File: src/l1_consts.svh
`ifndef L1_CONSTS_SVH
`define L1_CONSTS_SVH

// address and data widths
`define L1_ADDR_WID 32
`define L1_DATA_WID 32

// address split into tag, index and offset
`define L1_OFFSET_WID 2
`define L1_INDEX_WID 4
`define L1_TAG_WID 26

// direct-mapped with one word per line
`define L1_LINES 16

`endif

File: src/cache_pkg.sv
package cache_pkg;

`include "l1_consts.svh"

    typedef enum logic [1:0] {
        INVALID   = 2'd0,
        SHARED    = 2'd1,
        EXCLUSIVE = 2'd2,
        MODIFIED  = 2'd3
    } mesi_e;

    typedef struct packed {
        logic [`L1_TAG_WID-1:0]    tag;
        logic [`L1_INDEX_WID-1:0]  index;
        logic [`L1_OFFSET_WID-1:0] offset;
    } l1_addr_fields_t;

    // whole word on the buses, fields for lookup
    typedef union packed {
        logic [`L1_ADDR_WID-1:0] raw;
        l1_addr_fields_t         f;
    } l1_addr_t;

    typedef struct packed {
        logic [`L1_TAG_WID-1:0]  tag;
        mesi_e                   state;
        logic [`L1_DATA_WID-1:0] data;
    } l1_line_t;

    typedef struct packed {
        logic                    en;
        logic [`L1_INDEX_WID-1:0] index;
        l1_line_t                line;
    } line_wr_t;

endpackage

File: src/bus_pkg.sv
package bus_pkg;

`include "l1_consts.svh"

    import cache_pkg::*;

    typedef struct packed {
        logic                    rd;
        logic                    wr;
        l1_addr_t                addr;
        logic [`L1_DATA_WID-1:0] wdata;
    } cpu_req_t;

    typedef struct packed {
        logic                    rd_done;
        logic                    wr_done;
        logic [`L1_DATA_WID-1:0] rdata;
    } cpu_rsp_t;

    // ========================================
    // level-2 bus
    // ========================================
    typedef struct packed {
        logic                    rd;
        logic                    rdx;
        logic                    wr;
        logic                    inv;
        l1_addr_t                addr;
        logic [`L1_DATA_WID-1:0] wdata;
    } l2_req_t;

    typedef struct packed {
        logic                    data_valid;
        logic                    shared;
        logic [`L1_DATA_WID-1:0] rdata;
        logic                    wr_done;
    } l2_rsp_t;

    // ========================================
    // snoop port
    // ========================================
    typedef struct packed {
        logic     rd;
        logic     rdx;
        logic     inv;
        l1_addr_t addr;
    } snoop_req_t;

    typedef struct packed {
        logic done;
        logic cp_in_cache;
        logic shared_local;
    } snoop_rsp_t;

endpackage

File: src/l1_line_store.sv
`timescale 1ns/1ps

`include "l1_consts.svh"

module l1_line_store
    import cache_pkg::*;
(
    input  logic                     clk,
    input  logic                     rst_n,
    input  logic [`L1_INDEX_WID-1:0] proc_index,
    output l1_line_t                 proc_line,
    input  logic [`L1_INDEX_WID-1:0] snoop_index,
    output l1_line_t                 snoop_line,
    input  line_wr_t                 wr
);

    logic [`L1_TAG_WID-1:0]  tag_mem  [`L1_LINES];
    logic [`L1_DATA_WID-1:0] data_mem [`L1_LINES];
    mesi_e                   state_q  [`L1_LINES];

    // state array is cleared on reset
    always_ff @(posedge clk) begin
        if (!rst_n) begin
            for (int i = 0; i < `L1_LINES; i++) begin
                state_q[i] <= INVALID;
            end
        end else if (wr.en) begin
            state_q[wr.index] <= wr.line.state;
        end
    end

    always_ff @(posedge clk) begin
        if (wr.en) begin
            tag_mem[wr.index]  <= wr.line.tag;
            data_mem[wr.index] <= wr.line.data;
        end
    end

    // two combinational read ports
    always_comb begin
        proc_line.tag    = tag_mem[proc_index];
        proc_line.state  = state_q[proc_index];
        proc_line.data   = data_mem[proc_index];
    end

    always_comb begin
        snoop_line.tag   = tag_mem[snoop_index];
        snoop_line.state = state_q[snoop_index];
        snoop_line.data  = data_mem[snoop_index];
    end

endmodule

File: src/l1_proc_ctrl.sv
`timescale 1ns/1ps

module l1_proc_ctrl
    import cache_pkg::*;
    import bus_pkg::*;
(
    input  logic     clk,
    input  logic     rst_n,
    input  cpu_req_t cpu_req,
    output cpu_rsp_t cpu_rsp,
    input  l1_line_t line,
    output logic     bus_req,
    input  logic     bus_gnt,
    output l2_req_t  l2_req,
    input  l2_rsp_t  l2_rsp,
    input  logic     all_invalidation_done,
    output line_wr_t line_wr
);

    typedef enum logic [2:0] {
        P_IDLE, P_REQ, P_WB, P_FILL, P_INV, P_WRITE, P_DONE
    } proc_state_e;

    proc_state_e state;
    logic        hit;

    assign hit = (line.tag == cpu_req.addr.f.tag) && (line.state != INVALID);

    // ========================================
    // bus and store requests
    // ========================================
    always_comb begin
        bus_req            = state inside {P_REQ, P_WB, P_FILL, P_INV, P_WRITE};
        l2_req             = '0;
        line_wr            = '0;
        line_wr.index      = cpu_req.addr.f.index;
        line_wr.line.tag   = cpu_req.addr.f.tag;
        line_wr.line.state = MODIFIED;
        line_wr.line.data  = cpu_req.wdata;
        case (state)
            P_WB: begin
                // victim address from the stored tag
                l2_req.wr          = 1'b1;
                l2_req.addr.f.tag  = line.tag;
                l2_req.addr.f.index = cpu_req.addr.f.index;
                l2_req.wdata       = line.data;
            end
            P_FILL: begin
                l2_req.rd            = cpu_req.rd;
                l2_req.rdx           = cpu_req.wr;
                l2_req.addr          = cpu_req.addr;
                l2_req.addr.f.offset = '0;
                line_wr.en           = l2_rsp.data_valid;
                if (cpu_req.rd) begin
                    line_wr.line.state = l2_rsp.shared ? SHARED : EXCLUSIVE;
                    line_wr.line.data  = l2_rsp.rdata;
                end
            end
            P_INV: begin
                l2_req.inv           = 1'b1;
                l2_req.addr          = cpu_req.addr;
                l2_req.addr.f.offset = '0;
                line_wr.en           = all_invalidation_done;
            end
            P_WRITE: line_wr.en = 1'b1;
            default: ;
        endcase
    end

    // ========================================
    // FSM and CPU response
    // ========================================
    always_ff @(posedge clk) begin
        if (!rst_n) begin
            state           <= P_IDLE;
            cpu_rsp.rd_done <= 1'b0;
            cpu_rsp.wr_done <= 1'b0;
        end else begin
            cpu_rsp.rd_done <= 1'b0;
            cpu_rsp.wr_done <= 1'b0;
            case (state)
                P_IDLE: begin
                    if (cpu_req.rd && hit) begin
                        cpu_rsp.rd_done <= 1'b1;
                        cpu_rsp.rdata   <= line.data;
                        state           <= P_DONE;
                    end else if (cpu_req.rd || cpu_req.wr) begin
                        state <= P_REQ;
                    end
                end
                P_REQ: begin
                    // line is stable once the grant is held
                    if (bus_gnt) begin
                        if (hit && line.state == SHARED) begin
                            state <= P_INV;
                        end else if (hit) begin
                            cpu_rsp.wr_done <= 1'b1;
                            state           <= P_WRITE;
                        end else if (line.state == MODIFIED) begin
                            state <= P_WB;
                        end else begin
                            state <= P_FILL;
                        end
                    end
                end
                P_WB: if (l2_rsp.wr_done) state <= P_FILL;
                P_FILL: begin
                    if (l2_rsp.data_valid) begin
                        cpu_rsp.rd_done <= cpu_req.rd;
                        cpu_rsp.wr_done <= cpu_req.wr;
                        cpu_rsp.rdata   <= l2_rsp.rdata;
                        state           <= P_DONE;
                    end
                end
                P_INV: begin
                    if (all_invalidation_done) begin
                        cpu_rsp.wr_done <= 1'b1;
                        state           <= P_DONE;
                    end
                end
                // one guard cycle while the CPU drops its request
                P_WRITE: state <= P_IDLE;
                P_DONE:  state <= P_IDLE;
                default: state <= P_IDLE;
            endcase
        end
    end

endmodule

File: src/l1_snoop_ctrl.sv
`timescale 1ns/1ps

module l1_snoop_ctrl
    import cache_pkg::*;
    import bus_pkg::*;
(
    input  logic       clk,
    input  logic       rst_n,
    input  snoop_req_t snoop_req,
    output snoop_rsp_t snoop_rsp,
    input  l1_line_t   line,
    output logic       bus_req,
    input  logic       bus_gnt,
    output l2_req_t    l2_req,
    input  l2_rsp_t    l2_rsp,
    output line_wr_t   line_wr
);

    typedef enum logic [1:0] {S_IDLE, S_REQ, S_FLUSH, S_DONE} snoop_state_e;

    snoop_state_e state;
    logic         hit;
    logic         need_flush;

    assign hit        = (line.tag == snoop_req.addr.f.tag) && (line.state != INVALID);
    assign need_flush = hit && (line.state == MODIFIED) && (snoop_req.rd || snoop_req.rdx);
    assign bus_req    = (state == S_REQ) || (state == S_FLUSH);

    always_comb begin
        l2_req             = '0;
        line_wr            = '0;
        line_wr.index      = snoop_req.addr.f.index;
        line_wr.line       = line;
        // rd downgrades, rdx and inv drop the line
        line_wr.line.state = snoop_req.rd ? SHARED : INVALID;
        if (state == S_REQ) begin
            line_wr.en = bus_gnt && hit && !need_flush;
        end else if (state == S_FLUSH) begin
            l2_req.wr           = 1'b1;
            l2_req.addr.f.tag   = line.tag;
            l2_req.addr.f.index = snoop_req.addr.f.index;
            l2_req.wdata        = line.data;
            line_wr.en          = l2_rsp.wr_done;
        end
    end

    always_ff @(posedge clk) begin
        if (!rst_n) begin
            state     <= S_IDLE;
            snoop_rsp <= '0;
        end else begin
            snoop_rsp <= '0;
            case (state)
                S_IDLE: if (snoop_req.rd || snoop_req.rdx || snoop_req.inv) state <= S_REQ;
                S_REQ: begin
                    if (bus_gnt && need_flush) begin
                        state <= S_FLUSH;
                    end else if (bus_gnt) begin
                        snoop_rsp.done         <= 1'b1;
                        snoop_rsp.cp_in_cache  <= hit;
                        snoop_rsp.shared_local <= hit && (snoop_req.rd || snoop_req.inv);
                        state                  <= S_DONE;
                    end
                end
                S_FLUSH: begin
                    if (l2_rsp.wr_done) begin
                        snoop_rsp.done         <= 1'b1;
                        snoop_rsp.cp_in_cache  <= 1'b1;
                        snoop_rsp.shared_local <= snoop_req.rd;
                        state                  <= S_DONE;
                    end
                end
                S_DONE:  state <= S_IDLE;
                default: state <= S_IDLE;
            endcase
        end
    end

endmodule

File: src/l2_bus_arbiter.sv
`timescale 1ns/1ps

module l2_bus_arbiter
    import cache_pkg::*;
    import bus_pkg::*;
(
    input  logic     clk,
    input  logic     rst_n,
    input  logic     proc_bus_req,
    input  logic     snoop_bus_req,
    output logic     proc_gnt,
    output logic     snoop_gnt,
    input  l2_req_t  proc_l2_req,
    input  l2_req_t  snoop_l2_req,
    output l2_req_t  l2_req,
    input  line_wr_t proc_line_wr,
    input  line_wr_t snoop_line_wr,
    output line_wr_t line_wr
);

    typedef enum logic [1:0] {OWN_NONE, OWN_PROC, OWN_SNOOP} owner_e;

    owner_e owner;

    // snoop side wins a tie and a grant is held while requested
    always_ff @(posedge clk) begin
        if (!rst_n) begin
            owner <= OWN_NONE;
        end else begin
            case (owner)
                OWN_PROC:  if (!proc_bus_req) owner <= snoop_bus_req ? OWN_SNOOP : OWN_NONE;
                OWN_SNOOP: if (!snoop_bus_req) owner <= proc_bus_req ? OWN_PROC : OWN_NONE;
                default: begin
                    if (snoop_bus_req) owner <= OWN_SNOOP;
                    else if (proc_bus_req) owner <= OWN_PROC;
                end
            endcase
        end
    end

    assign proc_gnt  = (owner == OWN_PROC);
    assign snoop_gnt = (owner == OWN_SNOOP);
    assign l2_req    = proc_gnt ? proc_l2_req : (snoop_gnt ? snoop_l2_req : '0);
    assign line_wr   = proc_gnt ? proc_line_wr : (snoop_gnt ? snoop_line_wr : '0);

endmodule

File: src/l1_dcache_top.sv
`timescale 1ns/1ps

module l1_dcache_top
    import cache_pkg::*;
    import bus_pkg::*;
(
    input  logic       clk,
    input  logic       rst_n,
    input  cpu_req_t   cpu_req,
    output cpu_rsp_t   cpu_rsp,
    output l2_req_t    l2_req,
    input  l2_rsp_t    l2_rsp,
    input  snoop_req_t snoop_req,
    output snoop_rsp_t snoop_rsp,
    input  logic       all_invalidation_done
);

    l1_line_t proc_line;
    l1_line_t snoop_line;
    logic     proc_bus_req;
    logic     snoop_bus_req;
    logic     proc_gnt;
    logic     snoop_gnt;
    l2_req_t  proc_l2_req;
    l2_req_t  snoop_l2_req;
    line_wr_t proc_line_wr;
    line_wr_t snoop_line_wr;
    line_wr_t store_wr;

    l1_line_store u_store (
        .clk(clk), .rst_n(rst_n),
        .proc_index(cpu_req.addr.f.index), .proc_line(proc_line),
        .snoop_index(snoop_req.addr.f.index), .snoop_line(snoop_line),
        .wr(store_wr)
    );

    l1_proc_ctrl u_proc (
        .clk(clk), .rst_n(rst_n), .cpu_req(cpu_req), .cpu_rsp(cpu_rsp),
        .line(proc_line), .bus_req(proc_bus_req), .bus_gnt(proc_gnt),
        .l2_req(proc_l2_req), .l2_rsp(l2_rsp),
        .all_invalidation_done(all_invalidation_done), .line_wr(proc_line_wr)
    );

    l1_snoop_ctrl u_snoop (
        .clk(clk), .rst_n(rst_n), .snoop_req(snoop_req), .snoop_rsp(snoop_rsp),
        .line(snoop_line), .bus_req(snoop_bus_req), .bus_gnt(snoop_gnt),
        .l2_req(snoop_l2_req), .l2_rsp(l2_rsp), .line_wr(snoop_line_wr)
    );

    l2_bus_arbiter u_arb (
        .clk(clk), .rst_n(rst_n),
        .proc_bus_req(proc_bus_req), .snoop_bus_req(snoop_bus_req),
        .proc_gnt(proc_gnt), .snoop_gnt(snoop_gnt),
        .proc_l2_req(proc_l2_req), .snoop_l2_req(snoop_l2_req), .l2_req(l2_req),
        .proc_line_wr(proc_line_wr), .snoop_line_wr(snoop_line_wr), .line_wr(store_wr)
    );

endmodule

File: config.mk
export PLATFORM = sky130hd
export DESIGN_NAME = l1_dcache_top
export DESIGN_NICKNAME = d
export VERILOG_FILES = /design/src/cache_pkg.sv /design/src/bus_pkg.sv /design/src/l1_line_store.sv /design/src/l1_proc_ctrl.sv /design/src/l1_snoop_ctrl.sv /design/src/l2_bus_arbiter.sv /design/src/l1_dcache_top.sv
export VERILOG_INCLUDE_DIRS = /design/src
export SDC_FILE = /design/constraint.sdc
export NUM_CORES = 1
export LEC_CHECK = 0
export BUFFER_PORTS_ARGS = -buffer_cell sky130_fd_sc_hd__buf_2
export CAP_MARGIN = 20
export CORE_MARGIN = 1
export CORE_UTILIZATION = 50
export CTS_CLUSTER_DIAMETER = 200
export DETAILED_ROUTE_END_ITERATION = 10
export GPL_TIMING_DRIVEN = 0
export HOLD_SLACK_MARGIN = 0.15
export PLACE_DENSITY = 0.71
export SYNTH_ARGS = -nofsm -noshare
export SYNTH_HDL_FRONTEND = slang
export SYNTH_HIERARCHICAL = 1
export SYNTH_SLANG_ARGS = --single-unit
File: constraint.sdc
create_clock -name clk -period 10.8 [get_ports clk]
set_input_delay 0.54 -clock clk [delete_from_list [all_inputs] [get_ports clk]]
set_output_delay 0.54 -clock clk [all_outputs]
set_load 0.03 [all_outputs]
Word level (Yosys, flattened, before mapping)
Memory sizes are Yosys's and may differ from the RTL's.
Cells that the tools add are included.
Widths: inputs -> output; s select.
- RAM bits: 960
- logic and storage cells: 133
- memories kept: 3
- input bits: 139
- flip-flop bits (word level): 44
- memories (memory ; words ; bits a word ; read ports ; clocked after Yosys merged registers in ; write ports ; line ; source):
    u_store.data_mem ; 16 ; 32 ; 2 ; 0 ; 1 ; l1_line_store.sv:18 ; logic [`L1_DATA_WID-1:0] data_mem [`L1_LINES];
    u_store.tag_mem ; 16 ; 26 ; 2 ; 0 ; 1 ; l1_line_store.sv:17 ; logic [`L1_TAG_WID-1:0] tag_mem [`L1_LINES];
    u_store.state_q ; 16 ; 2 ; 2 ; 0 ; 16 ; l1_line_store.sv:19 ; mesi_e state_q [`L1_LINES];
- reductions and logical operators: 29
- eq/ne operators: 26
- muxes and demuxes: 66
- operators with widths (kind ; number):
    $mux 65 ; 2
    $mux 32 ; 4
    $mux 34 ; 3
    $mux 68 ; 1
    $mux 66 ; 1
    $pmux 32 s2 ; 1
    $mux 30 ; 2
    $pmux 30 s2 ; 1
    $eq 26x26->1 ; 2
    $mux 3 ; 11
    $mux 2 ; 12
    $mux 1 ; 20
    $pmux 3 s5 ; 1
    $ne 2x2->1 const B ; 6
    $eq 2x2->1 const B ; 5
    $logic_and 1x1->1 ; 10
    $pmux 2 s4 ; 1
    $eq 2x1->1 const B ; 3
    $eq 3x2->1 const B ; 2
    $eq 3x3->1 const B ; 2
    $ne 2x1->1 const B ; 3
    $pmux 1 s3 ; 2
    $pmux 3 s2 ; 1
    $reduce_and 3->1 ; 2
    other kinds (16) ; 23

Depth between registers and ports, before layout
An unclocked memory read counts as a cell.
- depth in word-level cells: 15
- gate-level depth with buffers: 15
- gate-level depth less buffers: 11

By module
The synthesis kept the hierarchy.
- modules (own cells, without submodules) (module ; area an instance (um^2) ; cells each ; seq. area each (um^2) ; instances):
    l1_line_store ; 43178.9 ; 2066 ; 28827.6 ; 1
    l1_proc_ctrl ; 3228.1 ; 382 ; 1061.0 ; 1
    l1_snoop_ctrl ; 1612.8 ; 217 ; 100.1 ; 1
    l2_bus_arbiter ; 1526.5 ; 183 ; 40.0 ; 1

Least setup slack after synthesis
No wires, ideal clock.
- path kind: input to register
- start: in snoop_req[2] (netlist bit)
- end: mem u_store/data_mem[13][0] (netlist bit), enable pin
- data arrival time: 5.791 ns
- path buffers: 4
- stages: 15
- required time: 10.326 ns
- slack: 4.534 ns
- setup time: 0.474 ns
- path through: buf_2 > buf_6 > buf_2 > mux4_2 > a22oi_1 > nand2_1 > xnor2_1 > o2111ai_1 > nor4_4 > nand3_1 > o21ai_0 > a22o_1 > clkbuf_1 > nand3_1 > nor2_1
- RTL lines (what ; line ; source):
    start, declared ; l1_dcache_top.sv:13 ; input snoop_req_t snoop_req,
    end, declared ; l1_line_store.sv:18 ;

==> metrics.log <==
[metrics] run status: completed
[metrics] worst skew pair latency: 0.71 ns
[metrics] TritonCTS clock tree: done
[metrics] share of the clock period used by the worst path: 63.7%
[metrics] area growth from synthesis to layout: 15.1%
[metrics] clock buffers created by TritonCTS: 104
[metrics] shortest period the worst path allows: 6.88 ns
[metrics] yosys warns: 6
[metrics] global-route usage over all layers: 32.9%
[metrics] crit path kind: input pin to flip-flop
[metrics] Buf+Inv Stages, Crit Path: 5
[metrics] Final Net Count: 3394
[metrics] sum of overflow across all layers after global routing: 0
[metrics] Cells after Synth: 2848
[metrics] # clock sinks: 1004
[metrics] accumulated negative setup slack: 0 ns
[metrics] RSZ-0062 raised after global routing: false
[metrics] CTS Hold Buffers Added: 0
[metrics] final routed DRC violation total: 0
[metrics] routed vias: 32800
[metrics] number of rows created at floorplan: 115
[metrics] count of flip-flops with a built-in enable after synthesis: 992
[metrics] weighted congestion reported at the end of routability-driven placement: 0.920
[metrics] biggest cell delay along the critical path: 0.99 ns
[metrics] Worst Tran Pin Value: 1.26 ns
[metrics] initial antenna violation count: 5
[metrics] total routed wirelength: 165000 um
[metrics] via count of the first global-routing pass: 32600
[metrics] CTS resizes: 0
[metrics] Top-Level Pins: 244
[metrics] Slowest cell on crit path: clkbuf_1
[metrics] die height: 317 um
[metrics] worst path arrival time: 7.24 ns
[metrics] most frequently used flop master after synthesis: edfxtp_1
[metrics] clock root buffer: clkbuf_16
[metrics] maximum number of pins on one net before global-route repair: 23
[metrics] clock transition at the registers of the reported paths: 0.06 ns
[metrics] first-pass GRT wire length: 230000 um
[metrics] max-capacitance violation count: 0
[metrics] type of element capturing the critical path: flip-flop
[metrics] half-perimeter wire length after detailed placement: 113000 um
[metrics] placed cell areas: 53500 sq um
[metrics] sequential area share after synthesis: 60.6%
[metrics] class of the most critical hold timing path: input pin to flip-flop
[metrics] Synth async-reset ratio: 0%
[metrics] Pwr Total: 10.4 mW
[metrics] IR Drop Worst-Case VDD: 0.145 mV
[metrics] detailed-route wire length per cell: 35.7 um
[metrics] detailed-router iteration count before antenna repair: 7
[metrics] post-CTS setup repair buffer count: 0
[metrics] CORE AREA: 98300 sq um
[metrics] relative slew slack: 16.0%
[metrics] Top Family by Delay on Critical Path: simple AND/OR/NAND/NOR gates
[metrics] Max Clock Skew: 0.0375 ns
[metrics] cell breakdown of the critical path: buf_2 > nor2_1 > clkbuf_1 > a22oi_1 > nand2_1 > xnor2_1 > o2111ai_1 > nor4_4 > nand3_1 > o21ai_0 > a22o_1 > clkbuf_1 > nand3_1 > nor2_4 > buf_12 > buf_12
[metrics] CP Max Fanout: 21
[metrics] Longest Clk Path Bufs: 3
[metrics] fin area: 57000 sq um
[metrics] Initial Utilization: 50.4%
[metrics] Die Width: 317 um
[metrics] cell area after technology mapping: 49500 sq um
[metrics] Final Hold Violating Endpoints: 0
[metrics] antenna-violating nets left: 0
[metrics] Port Buf Inserts: 236
[metrics] maximum operating frequency: 0.145 GHz
[metrics] fillers: 7239
[metrics] number of distinct library cell variants in the gate-level netlist after synthesis: 54
[metrics] endpoint required time on the critical path: 11.17 ns
[metrics] Synth Register Bits: 1004
[metrics] die footprint: 100000 sq um
[metrics] Leak: 19.3 nW
[metrics] Post-Syn Area per Cell: 17.4 sq um
[metrics] startpoint kind of the worst setup timing path: input pin
[metrics] setup-violating endpoint count in the final report: 0
[metrics] initial DRC count: 4924
[metrics] Slew Viols, Final: 0
[metrics] share of post-route cells with drive strength above 1: 35.2%
[metrics] number of H-tree branching levels: 3
[metrics] average vias per placed instance: 7.10
[metrics] pwr dens: 182 nW/um^2
## sequential cells by signal, summed over array words and instances, names as in the netlist
signal,count
u_store/tag_mem,416
u_snoop/state,2
u_proc/state,3
u_store/state_q,32
u_store/data_mem,512
u_arb/owner,2
u_snoop/snoop_rsp,3
u_proc/cpu_rsp,34
## Yosys cell counts, types with 2 or more instances
cell      count  area [sq um]
xnor2_1      26           228
mux4_2      480         10800
edfxtp_1    992         29800
a21oi_1      13          65.1
a22oi_1     241          1810
conb_1        2          7.51
nor4_1        8          50.1
nor4b_1       2          17.5
mux2i_1       2          20.0
a21o_1        2          15.0
o21ai_1      17          85.1
nand3_1      15          75.1
nor3_1        7          35.0
nand4_1       9          56.3
dfxtp_1      12           240
buf_1        34           128
inv_1        11          41.3
clkbuf_1    110           413
o22ai_1       2          12.5
o21ai_0      38           190
and3_1        2          12.5
and2_1       96           601
ha_1          8           100
buf_2        48           240
a22o_1      157          1380
mux2_2       32           360
nand2b_1      5          31.3
o211ai_1      3          22.5
a221oi_1      2          17.5
buf_4       111           833
xor2_1       26           228
nor2_1       62           233
nor2b_1      15          93.8
or4_4         2          22.5
buf_6        29           327
nand2_1     209           785
## path summary, 6_finish.rpt
path                                         start                                 to  slack (ns)  cells after the start
setup / recovery                      snoop_req[5]  u_store/tag_mem[14][21]$_DFFE_PP_        3.92                     16
hold / removal                          l2_rsp[17]       u_proc/cpu_rsp[16]$_DFFE_PP_        0.20                      3
setup reg to reg  u_store/tag_mem[10][3]$_DFFE_PP_  u_store/tag_mem[14][21]$_DFFE_PP_        4.94                     14
hold reg to reg        u_arb/owner[1]$_SDFFE_PN0P_        u_arb/owner[1]$_SDFFE_PN0P_        0.51                      2
## metrics by stage
stage | utilization, % | hold WS, ns | instances | setup slack, ns
CTS | 58.0 | 0.174 | 4620 | 4.41
global route | 58.0 | 0.195 | 4623 | 4.00
global placement | 53.3 | 0.463 | 4377 | -1.19
detailed placement | 54.5 | 0.498 | 4425 | 3.71
floorplan | - | 0.451 | 2854 | 4.53
finish | 58.0 | 0.201 | 4625 | 3.92
## area by class of cell
| class | count | area, sq um | area share, % |
|---|---|---|---|
| clock buffers | 129 | 2770 | 4.85 |
| clock inverters | 66 | 662 | 1.16 |
| inverters | 11 | 41.3 | 0.0724 |
| diodes | 2 | 5.00 | 0.00878 |
| multi-input cells | 1507 | 17700 | 31.0 |
| repair buffers | 287 | 2260 | 3.97 |
| well taps | 1287 | 1610 | 2.82 |
| flip-flops and latches | 1004 | 30000 | 52.7 |
| plain buffers | 332 | 1940 | 3.40 |
## where the power goes
group	switching (mW)	internal, mW
Clock	1.56	2.04
Sequential	0.0190	4.68
Combinational	1.49	0.611
Total	3.07	7.34
## metal layers
metal / vias up / wire length [um] / track usage (%)
met1: 16800 / 55400 / 41.8
met4: 2 / 9460 / 16.7
met2: 2820 / 77300 / 51.8
met3: 577 / 22800 / 9.65
met5: - / 17 / 0
li1: 12600 / - / -
## cell usage in the layout, fill, tap and decap left out, drive strengths merged, types with 15 or more instances in the layout
cell,instances
clkbuf,239
a22o,158
nand2,210
nor2b,15
clkinv,49
edfxtp,992
mux4,480
nor2,62
nand3,15
xor2,26
buf,509
a22oi,241
xnor2,26
and2,96
mux2,32
o21ai,55
## cell families after synthesis
logic type / share of synthesized area, %
buf+inv: 4.00
fa+ha+maj: 0.202
simple gates: 4.26
mux: 22.6
xor+xnor: 0.919
flops: 60.6
compound gates: 7.41
other cells: 0.0152
## worst min-delay path, stage by stage
cell,delay [ns]
buf_2,0.08
nand2_1,0.04
o21ai_0,0.13
Power figures use the tool's default switching activity.
